--- src/eth_pkg.sv ---
// Ethernet, IPv4 and UDP definitions for the transport egress path
// Route struct from the return-address lookup and the IPv4 header layout

package eth_pkg;

  // -------------------------------------------------------------------
  // Return route carried on the CHDR tuser
  // -------------------------------------------------------------------

  // Destination MAC sits in the low bits, UDP port in the top bits
  typedef struct packed {
    logic [15:0] udp_dst;
    logic [31:0] ip_dst;
    logic [47:0] mac_dst;
  } route_t;

  // -------------------------------------------------------------------
  // Protocol constants
  // -------------------------------------------------------------------

  localparam logic [15:0] ETH_TYPE_IPV4 = 16'h0800;
  // Version 4, IHL of five words, DSCP/ECN zero
  localparam logic [15:0] IP_VER_IHL_TOS = 16'h4500;
  // Don't-fragment only, fragment offset zero
  localparam logic [15:0] IP_FLAGS_DF = 16'h4000;
  localparam logic [7:0] IP_PROTO_UDP = 8'd17;

  // 20 bytes of IPv4 header plus 8 bytes of UDP header
  localparam logic [15:0] IP_UDP_OVERHEAD = 16'd28;
  localparam logic [15:0] UDP_HDR_BYTES = 16'd8;

  // -------------------------------------------------------------------
  // IPv4 header, ten halfwords in wire order
  // -------------------------------------------------------------------

  // Checksum field is left at zero when the header is summed
  typedef struct packed {
    logic [15:0] ver_ihl_tos;
    logic [15:0] total_len;
    logic [15:0] ident;
    logic [15:0] flags_frag;
    logic [15:0] ttl_proto;
    logic [15:0] checksum;
    logic [31:0] src_ip;
    logic [31:0] dst_ip;
  } ip_hdr_t;

endpackage

--- src/chdr_pkg.sv ---
// CHDR stream definitions shared by the framer, arbiter and interface

package chdr_pkg;

  // Data path width of the CHDR and MAC streams
  localparam int CHDR_W = 64;

  // Length field occupies bits 31:16 of the first CHDR word
  localparam int CHDR_LEN_LSB = 16;

  // Bit 3 is the error flag
  // Bits 2:0 count valid bytes in the last word, zero meaning all eight
  localparam int TUSER_W = 4;

  // Framer states, one per header word then the payload pass-through
  typedef enum logic [2:0] {
    ST_IDLE,
    ST_ETH_L0,
    ST_ETH_L1,
    ST_ETH_L2_IP_L0,
    ST_IP_L1,
    ST_IP_L2,
    ST_UDP,
    ST_PAYLOAD
  } frame_state_e;

endpackage

--- src/stream_if.sv ---
// 64-bit AXI-Stream link with tuser and tlast between design blocks

`timescale 1ns/1ns

interface stream_if;
  import chdr_pkg::*;

  logic [CHDR_W-1:0]  tdata;
  logic [TUSER_W-1:0] tuser;
  logic               tlast;
  logic               tvalid;
  logic               tready;

  // Upstream side drives payload and valid
  modport src (
    output tdata, tuser, tlast, tvalid,
    input  tready
  );

  // Downstream side returns ready
  modport dst (
    input  tdata, tuser, tlast, tvalid,
    output tready
  );

endinterface

--- src/ip_hdr_checksum.sv ---
// IPv4 header checksum
// Ones-complement sum of the ten header halfwords, registered and inverted

`timescale 1ns/1ns

module ip_hdr_checksum (
  input  logic             clk,
  input  eth_pkg::ip_hdr_t i_hdr,
  output logic [15:0]      o_checksum
);

  localparam int HALFWORDS = 10;
  localparam int HDR_BITS = 16 * HALFWORDS;

  logic [HDR_BITS-1:0] hdr_bits;
  // Ten halfwords fit in 20 bits without overflow
  logic [19:0]         sum;
  logic [16:0]         fold;
  logic [15:0]         folded;

  assign hdr_bits = i_hdr;

  always_comb begin
    sum = '0;
    for (int i = 0; i < HALFWORDS; i++) begin
      sum = sum + 20'(hdr_bits[16*i +: 16]);
    end
  end

  // End-around carry, two folds are enough
  assign fold = 17'(sum[15:0]) + 17'(sum[19:16]);
  // A carry out of the first fold leaves the low half small, so no third carry
  assign folded = fold[15:0] + 16'(fold[16]);

  always_ff @(posedge clk) begin
    o_checksum <= ~folded;
  end

endmodule

--- src/udp_framer.sv ---
// Ethernet/IPv4/UDP framer
// Prepends six header words to each CHDR packet and marks trailing bytes

`timescale 1ns/1ns

module udp_framer #(
  parameter logic [7:0] IP_TTL = 8'd16
) (
  input  logic                        clk,
  input  logic                        rst,
  input  logic [chdr_pkg::CHDR_W-1:0] i_chdr_tdata,
  input  eth_pkg::route_t             i_route,
  input  logic                        i_chdr_tlast,
  input  logic                        i_chdr_tvalid,
  output logic                        o_chdr_tready,
  input  logic [47:0]                 i_my_eth_addr,
  input  logic [31:0]                 i_my_ipv4_addr,
  input  logic [15:0]                 i_my_udp_port,
  stream_if.src                       framed
);
  import eth_pkg::*;
  import chdr_pkg::*;

  frame_state_e state;
  logic [15:0]  chdr_len;
  route_t       route_q;
  ip_hdr_t      ip_hdr;
  logic [15:0]  ip_len;
  logic [15:0]  udp_len;
  logic [15:0]  ip_csum;

  // -------------------------------------------------------------------
  // Header state machine
  // -------------------------------------------------------------------

  always_ff @(posedge clk) begin
    if (rst) begin
      state <= ST_IDLE;
    end else begin
      case (state)
        // First word stays on the input until the payload phase
        ST_IDLE:         if (i_chdr_tvalid) state <= ST_ETH_L0;
        ST_ETH_L0:       if (framed.tready) state <= ST_ETH_L1;
        ST_ETH_L1:       if (framed.tready) state <= ST_ETH_L2_IP_L0;
        ST_ETH_L2_IP_L0: if (framed.tready) state <= ST_IP_L1;
        ST_IP_L1:        if (framed.tready) state <= ST_IP_L2;
        ST_IP_L2:        if (framed.tready) state <= ST_UDP;
        ST_UDP:          if (framed.tready) state <= ST_PAYLOAD;
        ST_PAYLOAD: begin
          if (i_chdr_tvalid && framed.tready && i_chdr_tlast) state <= ST_IDLE;
        end
        default:         state <= ST_IDLE;
      endcase
    end
  end

  // Length and route captured once per packet
  always_ff @(posedge clk) begin
    if (state == ST_IDLE && i_chdr_tvalid) begin
      chdr_len <= i_chdr_tdata[CHDR_LEN_LSB +: 16];
      route_q  <= i_route;
    end
  end

  assign ip_len  = IP_UDP_OVERHEAD + chdr_len;
  assign udp_len = UDP_HDR_BYTES + chdr_len;

  // -------------------------------------------------------------------
  // IPv4 header checksum, ready well before ST_IP_L1
  // -------------------------------------------------------------------

  assign ip_hdr.ver_ihl_tos = IP_VER_IHL_TOS;
  assign ip_hdr.total_len   = ip_len;
  assign ip_hdr.ident       = '0;
  assign ip_hdr.flags_frag  = IP_FLAGS_DF;
  assign ip_hdr.ttl_proto   = {IP_TTL, IP_PROTO_UDP};
  assign ip_hdr.checksum    = '0;
  assign ip_hdr.src_ip      = i_my_ipv4_addr;
  assign ip_hdr.dst_ip      = route_q.ip_dst;

  ip_hdr_checksum ip_csum_i (
    .clk        (clk),
    .i_hdr      (ip_hdr),
    .o_checksum (ip_csum)
  );

  // -------------------------------------------------------------------
  // Framed stream
  // -------------------------------------------------------------------

  always_comb begin
    case (state)
      // Six bytes of zero pad ahead of the destination MAC
      ST_ETH_L0:       framed.tdata = {48'h0, route_q.mac_dst[47:32]};
      ST_ETH_L1:       framed.tdata = {route_q.mac_dst[31:0], i_my_eth_addr[47:16]};
      ST_ETH_L2_IP_L0: framed.tdata = {i_my_eth_addr[15:0], ETH_TYPE_IPV4,
                                       IP_VER_IHL_TOS, ip_len};
      ST_IP_L1:        framed.tdata = {16'h0, IP_FLAGS_DF, IP_TTL, IP_PROTO_UDP, ip_csum};
      ST_IP_L2:        framed.tdata = {i_my_ipv4_addr, route_q.ip_dst};
      // UDP checksum left at zero
      ST_UDP:          framed.tdata = {i_my_udp_port, route_q.udp_dst, udp_len, 16'h0};
      default:         framed.tdata = i_chdr_tdata;
    endcase
  end

  // Header words are always valid, payload follows the input
  assign framed.tvalid = (state == ST_PAYLOAD) ? i_chdr_tvalid : (state != ST_IDLE);
  assign framed.tlast  = (state == ST_PAYLOAD) && i_chdr_tlast;
  // Trailing byte count on the last word only, error flag clear
  assign framed.tuser  = framed.tlast ? {1'b0, chdr_len[2:0]} : '0;
  assign o_chdr_tready = (state == ST_PAYLOAD) && framed.tready;

endmodule

--- src/egress_arbiter.sv ---
// Egress arbiter
// Round-robin merge of framed CHDR and CPU frames, switched between packets

`timescale 1ns/1ns

module egress_arbiter (
  input  logic                         clk,
  input  logic                         rst,
  stream_if.dst                        framed,
  input  logic [chdr_pkg::CHDR_W-1:0]  i_cpu_tdata,
  input  logic [chdr_pkg::TUSER_W-1:0] i_cpu_tuser,
  input  logic                         i_cpu_tlast,
  input  logic                         i_cpu_tvalid,
  output logic                         o_cpu_tready,
  output logic [chdr_pkg::CHDR_W-1:0]  o_mac_tdata,
  output logic [chdr_pkg::TUSER_W-1:0] o_mac_tuser,
  output logic                         o_mac_tlast,
  output logic                         o_mac_tvalid,
  input  logic                         i_mac_tready
);
  import chdr_pkg::*;

  logic               out_en;
  logic               in_pkt;
  logic               cur_cpu;
  logic               sel_cpu;
  logic               sel_valid;
  logic [CHDR_W-1:0]  sel_tdata;
  logic [TUSER_W-1:0] sel_tuser;
  logic               sel_tlast;
  logic               accept;
  logic               xfer;

  // -------------------------------------------------------------------
  // Source select
  // -------------------------------------------------------------------

  // cur_cpu is the source of the packet in flight, or the last one served
  always_comb begin
    if (in_pkt) begin
      sel_cpu = cur_cpu;
    end else if (framed.tvalid && i_cpu_tvalid) begin
      // Both waiting, so the other source gets its turn
      sel_cpu = ~cur_cpu;
    end else begin
      sel_cpu = i_cpu_tvalid;
    end
  end

  assign sel_valid = sel_cpu ? i_cpu_tvalid : framed.tvalid;
  assign sel_tdata = sel_cpu ? i_cpu_tdata  : framed.tdata;
  assign sel_tuser = sel_cpu ? i_cpu_tuser  : framed.tuser;
  assign sel_tlast = sel_cpu ? i_cpu_tlast  : framed.tlast;

  // Register loads when empty or draining this cycle
  assign accept = out_en && (!o_mac_tvalid || i_mac_tready);
  assign xfer   = accept && sel_valid;

  // Ready goes to the selected source only
  assign framed.tready = accept && !sel_cpu;
  assign o_cpu_tready  = accept && sel_cpu;

  // -------------------------------------------------------------------
  // Grant tracking and output register
  // -------------------------------------------------------------------

  always_ff @(posedge clk) begin
    if (rst) begin
      out_en       <= 1'b0;
      in_pkt       <= 1'b0;
      cur_cpu      <= 1'b1;
      o_mac_tvalid <= 1'b0;
    end else begin
      // Holds all readies low for one cycle after reset
      out_en <= 1'b1;
      if (accept) o_mac_tvalid <= sel_valid;
      if (xfer) begin
        cur_cpu <= sel_cpu;
        in_pkt  <= !sel_tlast;
      end
    end
  end

  always_ff @(posedge clk) begin
    if (xfer) begin
      o_mac_tdata <= sel_tdata;
      o_mac_tuser <= sel_tuser;
      o_mac_tlast <= sel_tlast;
    end
  end

endmodule

--- src/xport_egress_top.sv ---
// Ethernet/IPv4/UDP transport egress
// Frames CHDR packets and merges them with CPU frames toward the MAC

`timescale 1ns/1ns

module xport_egress_top #(
  parameter logic [7:0] IP_TTL = 8'd16
) (
  input  logic                         clk,
  input  logic                         rst,
  // CHDR packets with the return route on tuser
  input  logic [chdr_pkg::CHDR_W-1:0]  i_chdr_tdata,
  input  logic [95:0]                  i_chdr_tuser,
  input  logic                         i_chdr_tlast,
  input  logic                         i_chdr_tvalid,
  output logic                         o_chdr_tready,
  // Raw Ethernet frames from the CPU
  input  logic [chdr_pkg::CHDR_W-1:0]  i_cpu_tdata,
  input  logic [chdr_pkg::TUSER_W-1:0] i_cpu_tuser,
  input  logic                         i_cpu_tlast,
  input  logic                         i_cpu_tvalid,
  output logic                         o_cpu_tready,
  // To the MAC
  output logic [chdr_pkg::CHDR_W-1:0]  o_mac_tdata,
  output logic [chdr_pkg::TUSER_W-1:0] o_mac_tuser,
  output logic                         o_mac_tlast,
  output logic                         o_mac_tvalid,
  input  logic                         i_mac_tready,
  // Local addresses
  input  logic [47:0]                  i_my_eth_addr,
  input  logic [31:0]                  i_my_ipv4_addr,
  input  logic [15:0]                  i_my_udp_port
);
  import eth_pkg::*;

  route_t chdr_route;

  stream_if framed_s ();

  // tuser layout is {udp_dst, ip_dst, mac_dst}
  assign chdr_route = i_chdr_tuser;

  udp_framer #(
    .IP_TTL (IP_TTL)
  ) framer_i (
    .clk            (clk),
    .rst            (rst),
    .i_chdr_tdata   (i_chdr_tdata),
    .i_route        (chdr_route),
    .i_chdr_tlast   (i_chdr_tlast),
    .i_chdr_tvalid  (i_chdr_tvalid),
    .o_chdr_tready  (o_chdr_tready),
    .i_my_eth_addr  (i_my_eth_addr),
    .i_my_ipv4_addr (i_my_ipv4_addr),
    .i_my_udp_port  (i_my_udp_port),
    .framed         (framed_s.src)
  );

  egress_arbiter arb_i (
    .clk          (clk),
    .rst          (rst),
    .framed       (framed_s.dst),
    .i_cpu_tdata  (i_cpu_tdata),
    .i_cpu_tuser  (i_cpu_tuser),
    .i_cpu_tlast  (i_cpu_tlast),
    .i_cpu_tvalid (i_cpu_tvalid),
    .o_cpu_tready (o_cpu_tready),
    .o_mac_tdata  (o_mac_tdata),
    .o_mac_tuser  (o_mac_tuser),
    .o_mac_tlast  (o_mac_tlast),
    .o_mac_tvalid (o_mac_tvalid),
    .i_mac_tready (i_mac_tready)
  );

endmodule

--- config.mk ---
export PLATFORM = sky130hd
export DESIGN_NAME = xport_egress_top
export DESIGN_NICKNAME = d
export VERILOG_FILES = /design/src/eth_pkg.sv /design/src/chdr_pkg.sv /design/src/stream_if.sv /design/src/ip_hdr_checksum.sv /design/src/udp_framer.sv /design/src/egress_arbiter.sv /design/src/xport_egress_top.sv
export SDC_FILE = /design/constraint.sdc
export NUM_CORES = 1
export LEC_CHECK = 0
export ABC_CLOCK_PERIOD_IN_PS = 17260
export BUFFER_PORTS_ARGS = -buffer_cell sky130_fd_sc_hd__clkbuf_2
export CORE_ASPECT_RATIO = 0.7
export CORE_MARGIN = 10
export CORE_UTILIZATION = 55
export CTS_BUF_LIST = sky130_fd_sc_hd__clkbuf_8
export CTS_CLUSTER_SIZE = 10
export DETAILED_ROUTE_END_ITERATION = 8
export PLACE_DENSITY = 0.82
export REMOVE_ABC_BUFFERS = 1
export SYNTH_ARGS = -nofsm -noshare
export SYNTH_HDL_FRONTEND = slang
export SYNTH_HIERARCHICAL = 1
export SYNTH_SLANG_ARGS = --single-unit
export TNS_END_PERCENT = 30
--- constraint.sdc ---
create_clock -name clk -period 17.26 [get_ports clk]
set_input_delay 3.452 -clock clk [delete_from_list [all_inputs] [get_ports clk]]
set_output_delay 3.452 -clock clk [all_outputs]
set_load 0.005 [all_outputs]
==> results.json <==
{
  "yosysTopAreaCellShare_pct": 34.6,
  "met1_usage_pct": 38.3,
  "cts_buffers": 36,
  "period_needed_ns": 12.07,
  "first_pass_iters": 8,
  "setup_violations": 0,
  "fin_skew_ns": 0.0227,
  "cts_resized": 0,
  "gp_congestion": 0.954,
  "final_cell_count_no_fill": 2315,
  "yosys_register_bits": 204,
  "p_per_area_nw_per_um2": 248,
  "hold_violations": 0,
  "cts_buffer_depth": 3,
  "syn_to_final_growth_pct": 19.9,
  "clock_latency_ns": 0.56,
  "grt_pass1_wl_um": 82700,
  "io_pins": 403,
  "setup_tns_ns": 0,
  "grt_max_degree": 69,
  "drv_slew": 0,
  "leakage_nw": 8.33,
  "fp.dieH_um": 161,
  "cts_tree": "done",
  "max_stage_delay_ns": 0.57,
  "ir_drop_v": 0.000279,
  "vias": 13600,
  "tightest_slew_ns": 1.09,
  "clk_pin_slew_ns": 0.06,
  "use_met3_pct": 8.24,
  "drc_errors": 0,
  "path_delay_family": "adder cells",
  "num_rows": 51,
  "cp.arrival_ns": 12.54,
  "cts_hold_buf": 0,
  "final_util_pct": 67.4,
  "die_area_um2": 35800,
  "path_buf_inv": 5,
  "worstHoldPathType": "reg2reg",
  "met2_usage_pct": 45.9,
  "grt_antenna_before_repair": 2,
  "relSlewSlack_pct": 26.9,
  "placed_cells": 2252,
  "nets": 2414,
  "outcome": "finished clean",
  "postSynthAreaPerCell_um2": 10.8,
  "seqCellArea_um2": 5910,
  "port_buffers": 402,
  "grt_usage_pct": 29.7,
  "post-dp-hpwl_um": 43200,
  "fmax_mhz": 82.8,
  "drtAntennaViolNets": 0,
  "yosysMostFrequentCell": "edfxtp_1",
  "worstPathRequired_ns": 17.73,
  "fp.dieW_um": 222,
  "synthDistinctLibCells": 97,
  "min_period_over_period_pct": 69.9,
  "htree_levels": 2,
  "synth_enable_flop_cells": 181,
  "critPathLaunchType": "input port",
  "grt_pass1_vias": 14200,
  "maxCapViolCount": 0,
  "initial_utilization_pct": 56.2,
  "cp-end-kind": "register",
  "multi_input_area_um2": 9050,
  "ys_warn_count": 6,
  "cts_sinks": 204,
  "cp_max_fo": 5,
  "synthTopCellsByArea": "edfxtp_1 (35%), fa_1 (14%), mux2_2 (5.7%), ha_1 (4.1%), a21oi_1 (4.0%)",
  "synth_area_um2": 15700,
  "fillers": 2203,
  "crit_type": "in2reg",
  "yosysSeqAreaShare_pct": 37.5,
  "rsz0062_at_grt": "no",
  "routed_wl_um": 55200,
  "yosysTopAreaCell": "edfxtp_1",
  "cts-root-buf": "clkbuf_8",
  "synth_common_cells": "edfxtp_1 (181), inv_1 (166), a21oi_1 (126), fa_1 (112), mux2_2 (80)",
  "drive_gt1_share_pct": 30.6,
  "grt-ovfl-total": 0,
  "async_flop_share_pct": 0,
  "drtIter0Drc": 1639,
  "cp_slowest_cell": "fa_1",
  "ys.flop_type": "edfxtp_1",
  "vias_per_cell": 5.86,
  "postCtsSetupRepairBufs": 0,
  "core_um2": 27900,
  "synthCells": 1457,
  "wire_per_inst_um": 23.8,
  "critPathMostFrequentCell": "ha_1",
  "busiest_layer": "met2"
}
==> registers in the layout (all words and copies together) (netlist names) <==
register,cells
arb_i/o_mac_tdata,64
framer_i/route_q,64
framer_i/ip_hdr,32
framer_i/chdr_len,16
framer_i/ip_csum_i/o_checksum,16
arb_i/o_mac_tuser,4
framer_i/state,3
arb_i/cur_cpu,1
arb_i/in_pkt,1
arb_i/o_mac_tlast,1
arb_i/o_mac_tvalid,1
arb_i/out_en,1
==> cells in the final DEF (no fill, tap or decap), types with 12 or more instances in the layout <==
master,count
a31oi_1,18
fa_1,112
a211o_1,13
nor2b_1,19
a211oi_1,13
a21o_1,14
nand3_1,12
clkbuf_2,402
clkbuf_8,40
xnor2_1,37
o21ai_0,68
edfxtp_1,181
nor2_1,78
nor3_1,24
mux2i_1,25
inv_1,174
o211ai_1,17
mux2_2,80
dfxtp_1,20
conb_1,81
a21oi_1,126
xor2_1,20
nand2_1,75
or3_1,12
nand2b_1,12
buf_4,17
ha_1,52
==> power by group <==
part / internal (mW) / switching (mW) / leakage (nW)
clock network: 0.213 / 0.214 / 0.367
logic: 1.42 / 2.13 / 6.05
registers: 0.661 / 0.0377 / 1.92
==> layer usage <==
| metal | vias up | share of wire (%) |
|---|---|---|
| met2 | 794 | 45 |
| met4 | 2 | 4.0 |
| met3 | 136 | 10 |
| met5 | - | 0.018 |
| met1 | 6591 | 40 |
| li1 | 6053 | - |
==> worst register-to-register path, delay by kind of cell, from the launching register on <==
| kind | cells | cell delay [ns] |
|---|---|---|
| AOI/OAI and AO/OA | 14 | 3.21 |
| adders and majority gates | 8 | 2.64 |
| and+or+nand+nor | 12 | 2.43 |
| xor gates and xnor gates | 2 | 0.42 |
| DFF | 1 | 0.41 |
| buffers and inverters | 4 | 0.36 |
==> final cells by class <==
class	count	share of cell area (%)
Sequential cell	204	31.4
Timing Repair Buffer	419	11.4
Tap cell	371	2.46
Clock buffer	40	2.92
Multi-Input combinational cell	1091	48.1
Antenna cell	1	0.0133
Clock inverter	22	0.511
Inverter	167	3.33
==> logic make-up (layout without fill, tap and decap cells) <==
logic type,count (synthesis),in the layout,synth area share [%]
AOI/OAI and AO/OA,364,364,15.2
muxes,114,114,8.04
buffers and inverters,241,648,6.85
xor gates and xnor gates,59,59,3.38
DFF,204,204,37.5
adders and majority gates,164,164,18.4
and+or+nand+nor,309,309,10.5
other,2,82,0.0478
==> final timing paths <==
path                            depth (start not counted)  slack (ns)                start                                end
worst max-delay path                                   39        5.19    i_my_ipv4_addr[2]  framer_i/ip_csum_i/o_checksum[15]
worst min-delay path                                    2        0.55   arb_i/o_mac_tvalid                 arb_i/o_mac_tvalid
worst max register to register                         40        7.72  framer_i/ip_hdr[17]  framer_i/ip_csum_i/o_checksum[15]
worst min register to register                          2        0.55   arb_i/o_mac_tvalid                 arb_i/o_mac_tvalid
==> per-stage QoR <==
stage               hold WS, ns  area (µm²)  total power [mW]  worst slack (ns)
floorplan                 0.505       15600              3.35              5.48
global placement          0.497       18200              4.18              4.98
detailed placement        0.519       18200              4.16              4.75
CTS                       0.544       18800              4.62              5.31
global route              0.574       18800              5.05              4.51
finish                    0.553       18800              4.68              5.19
(Power assumes the default switching activity.)
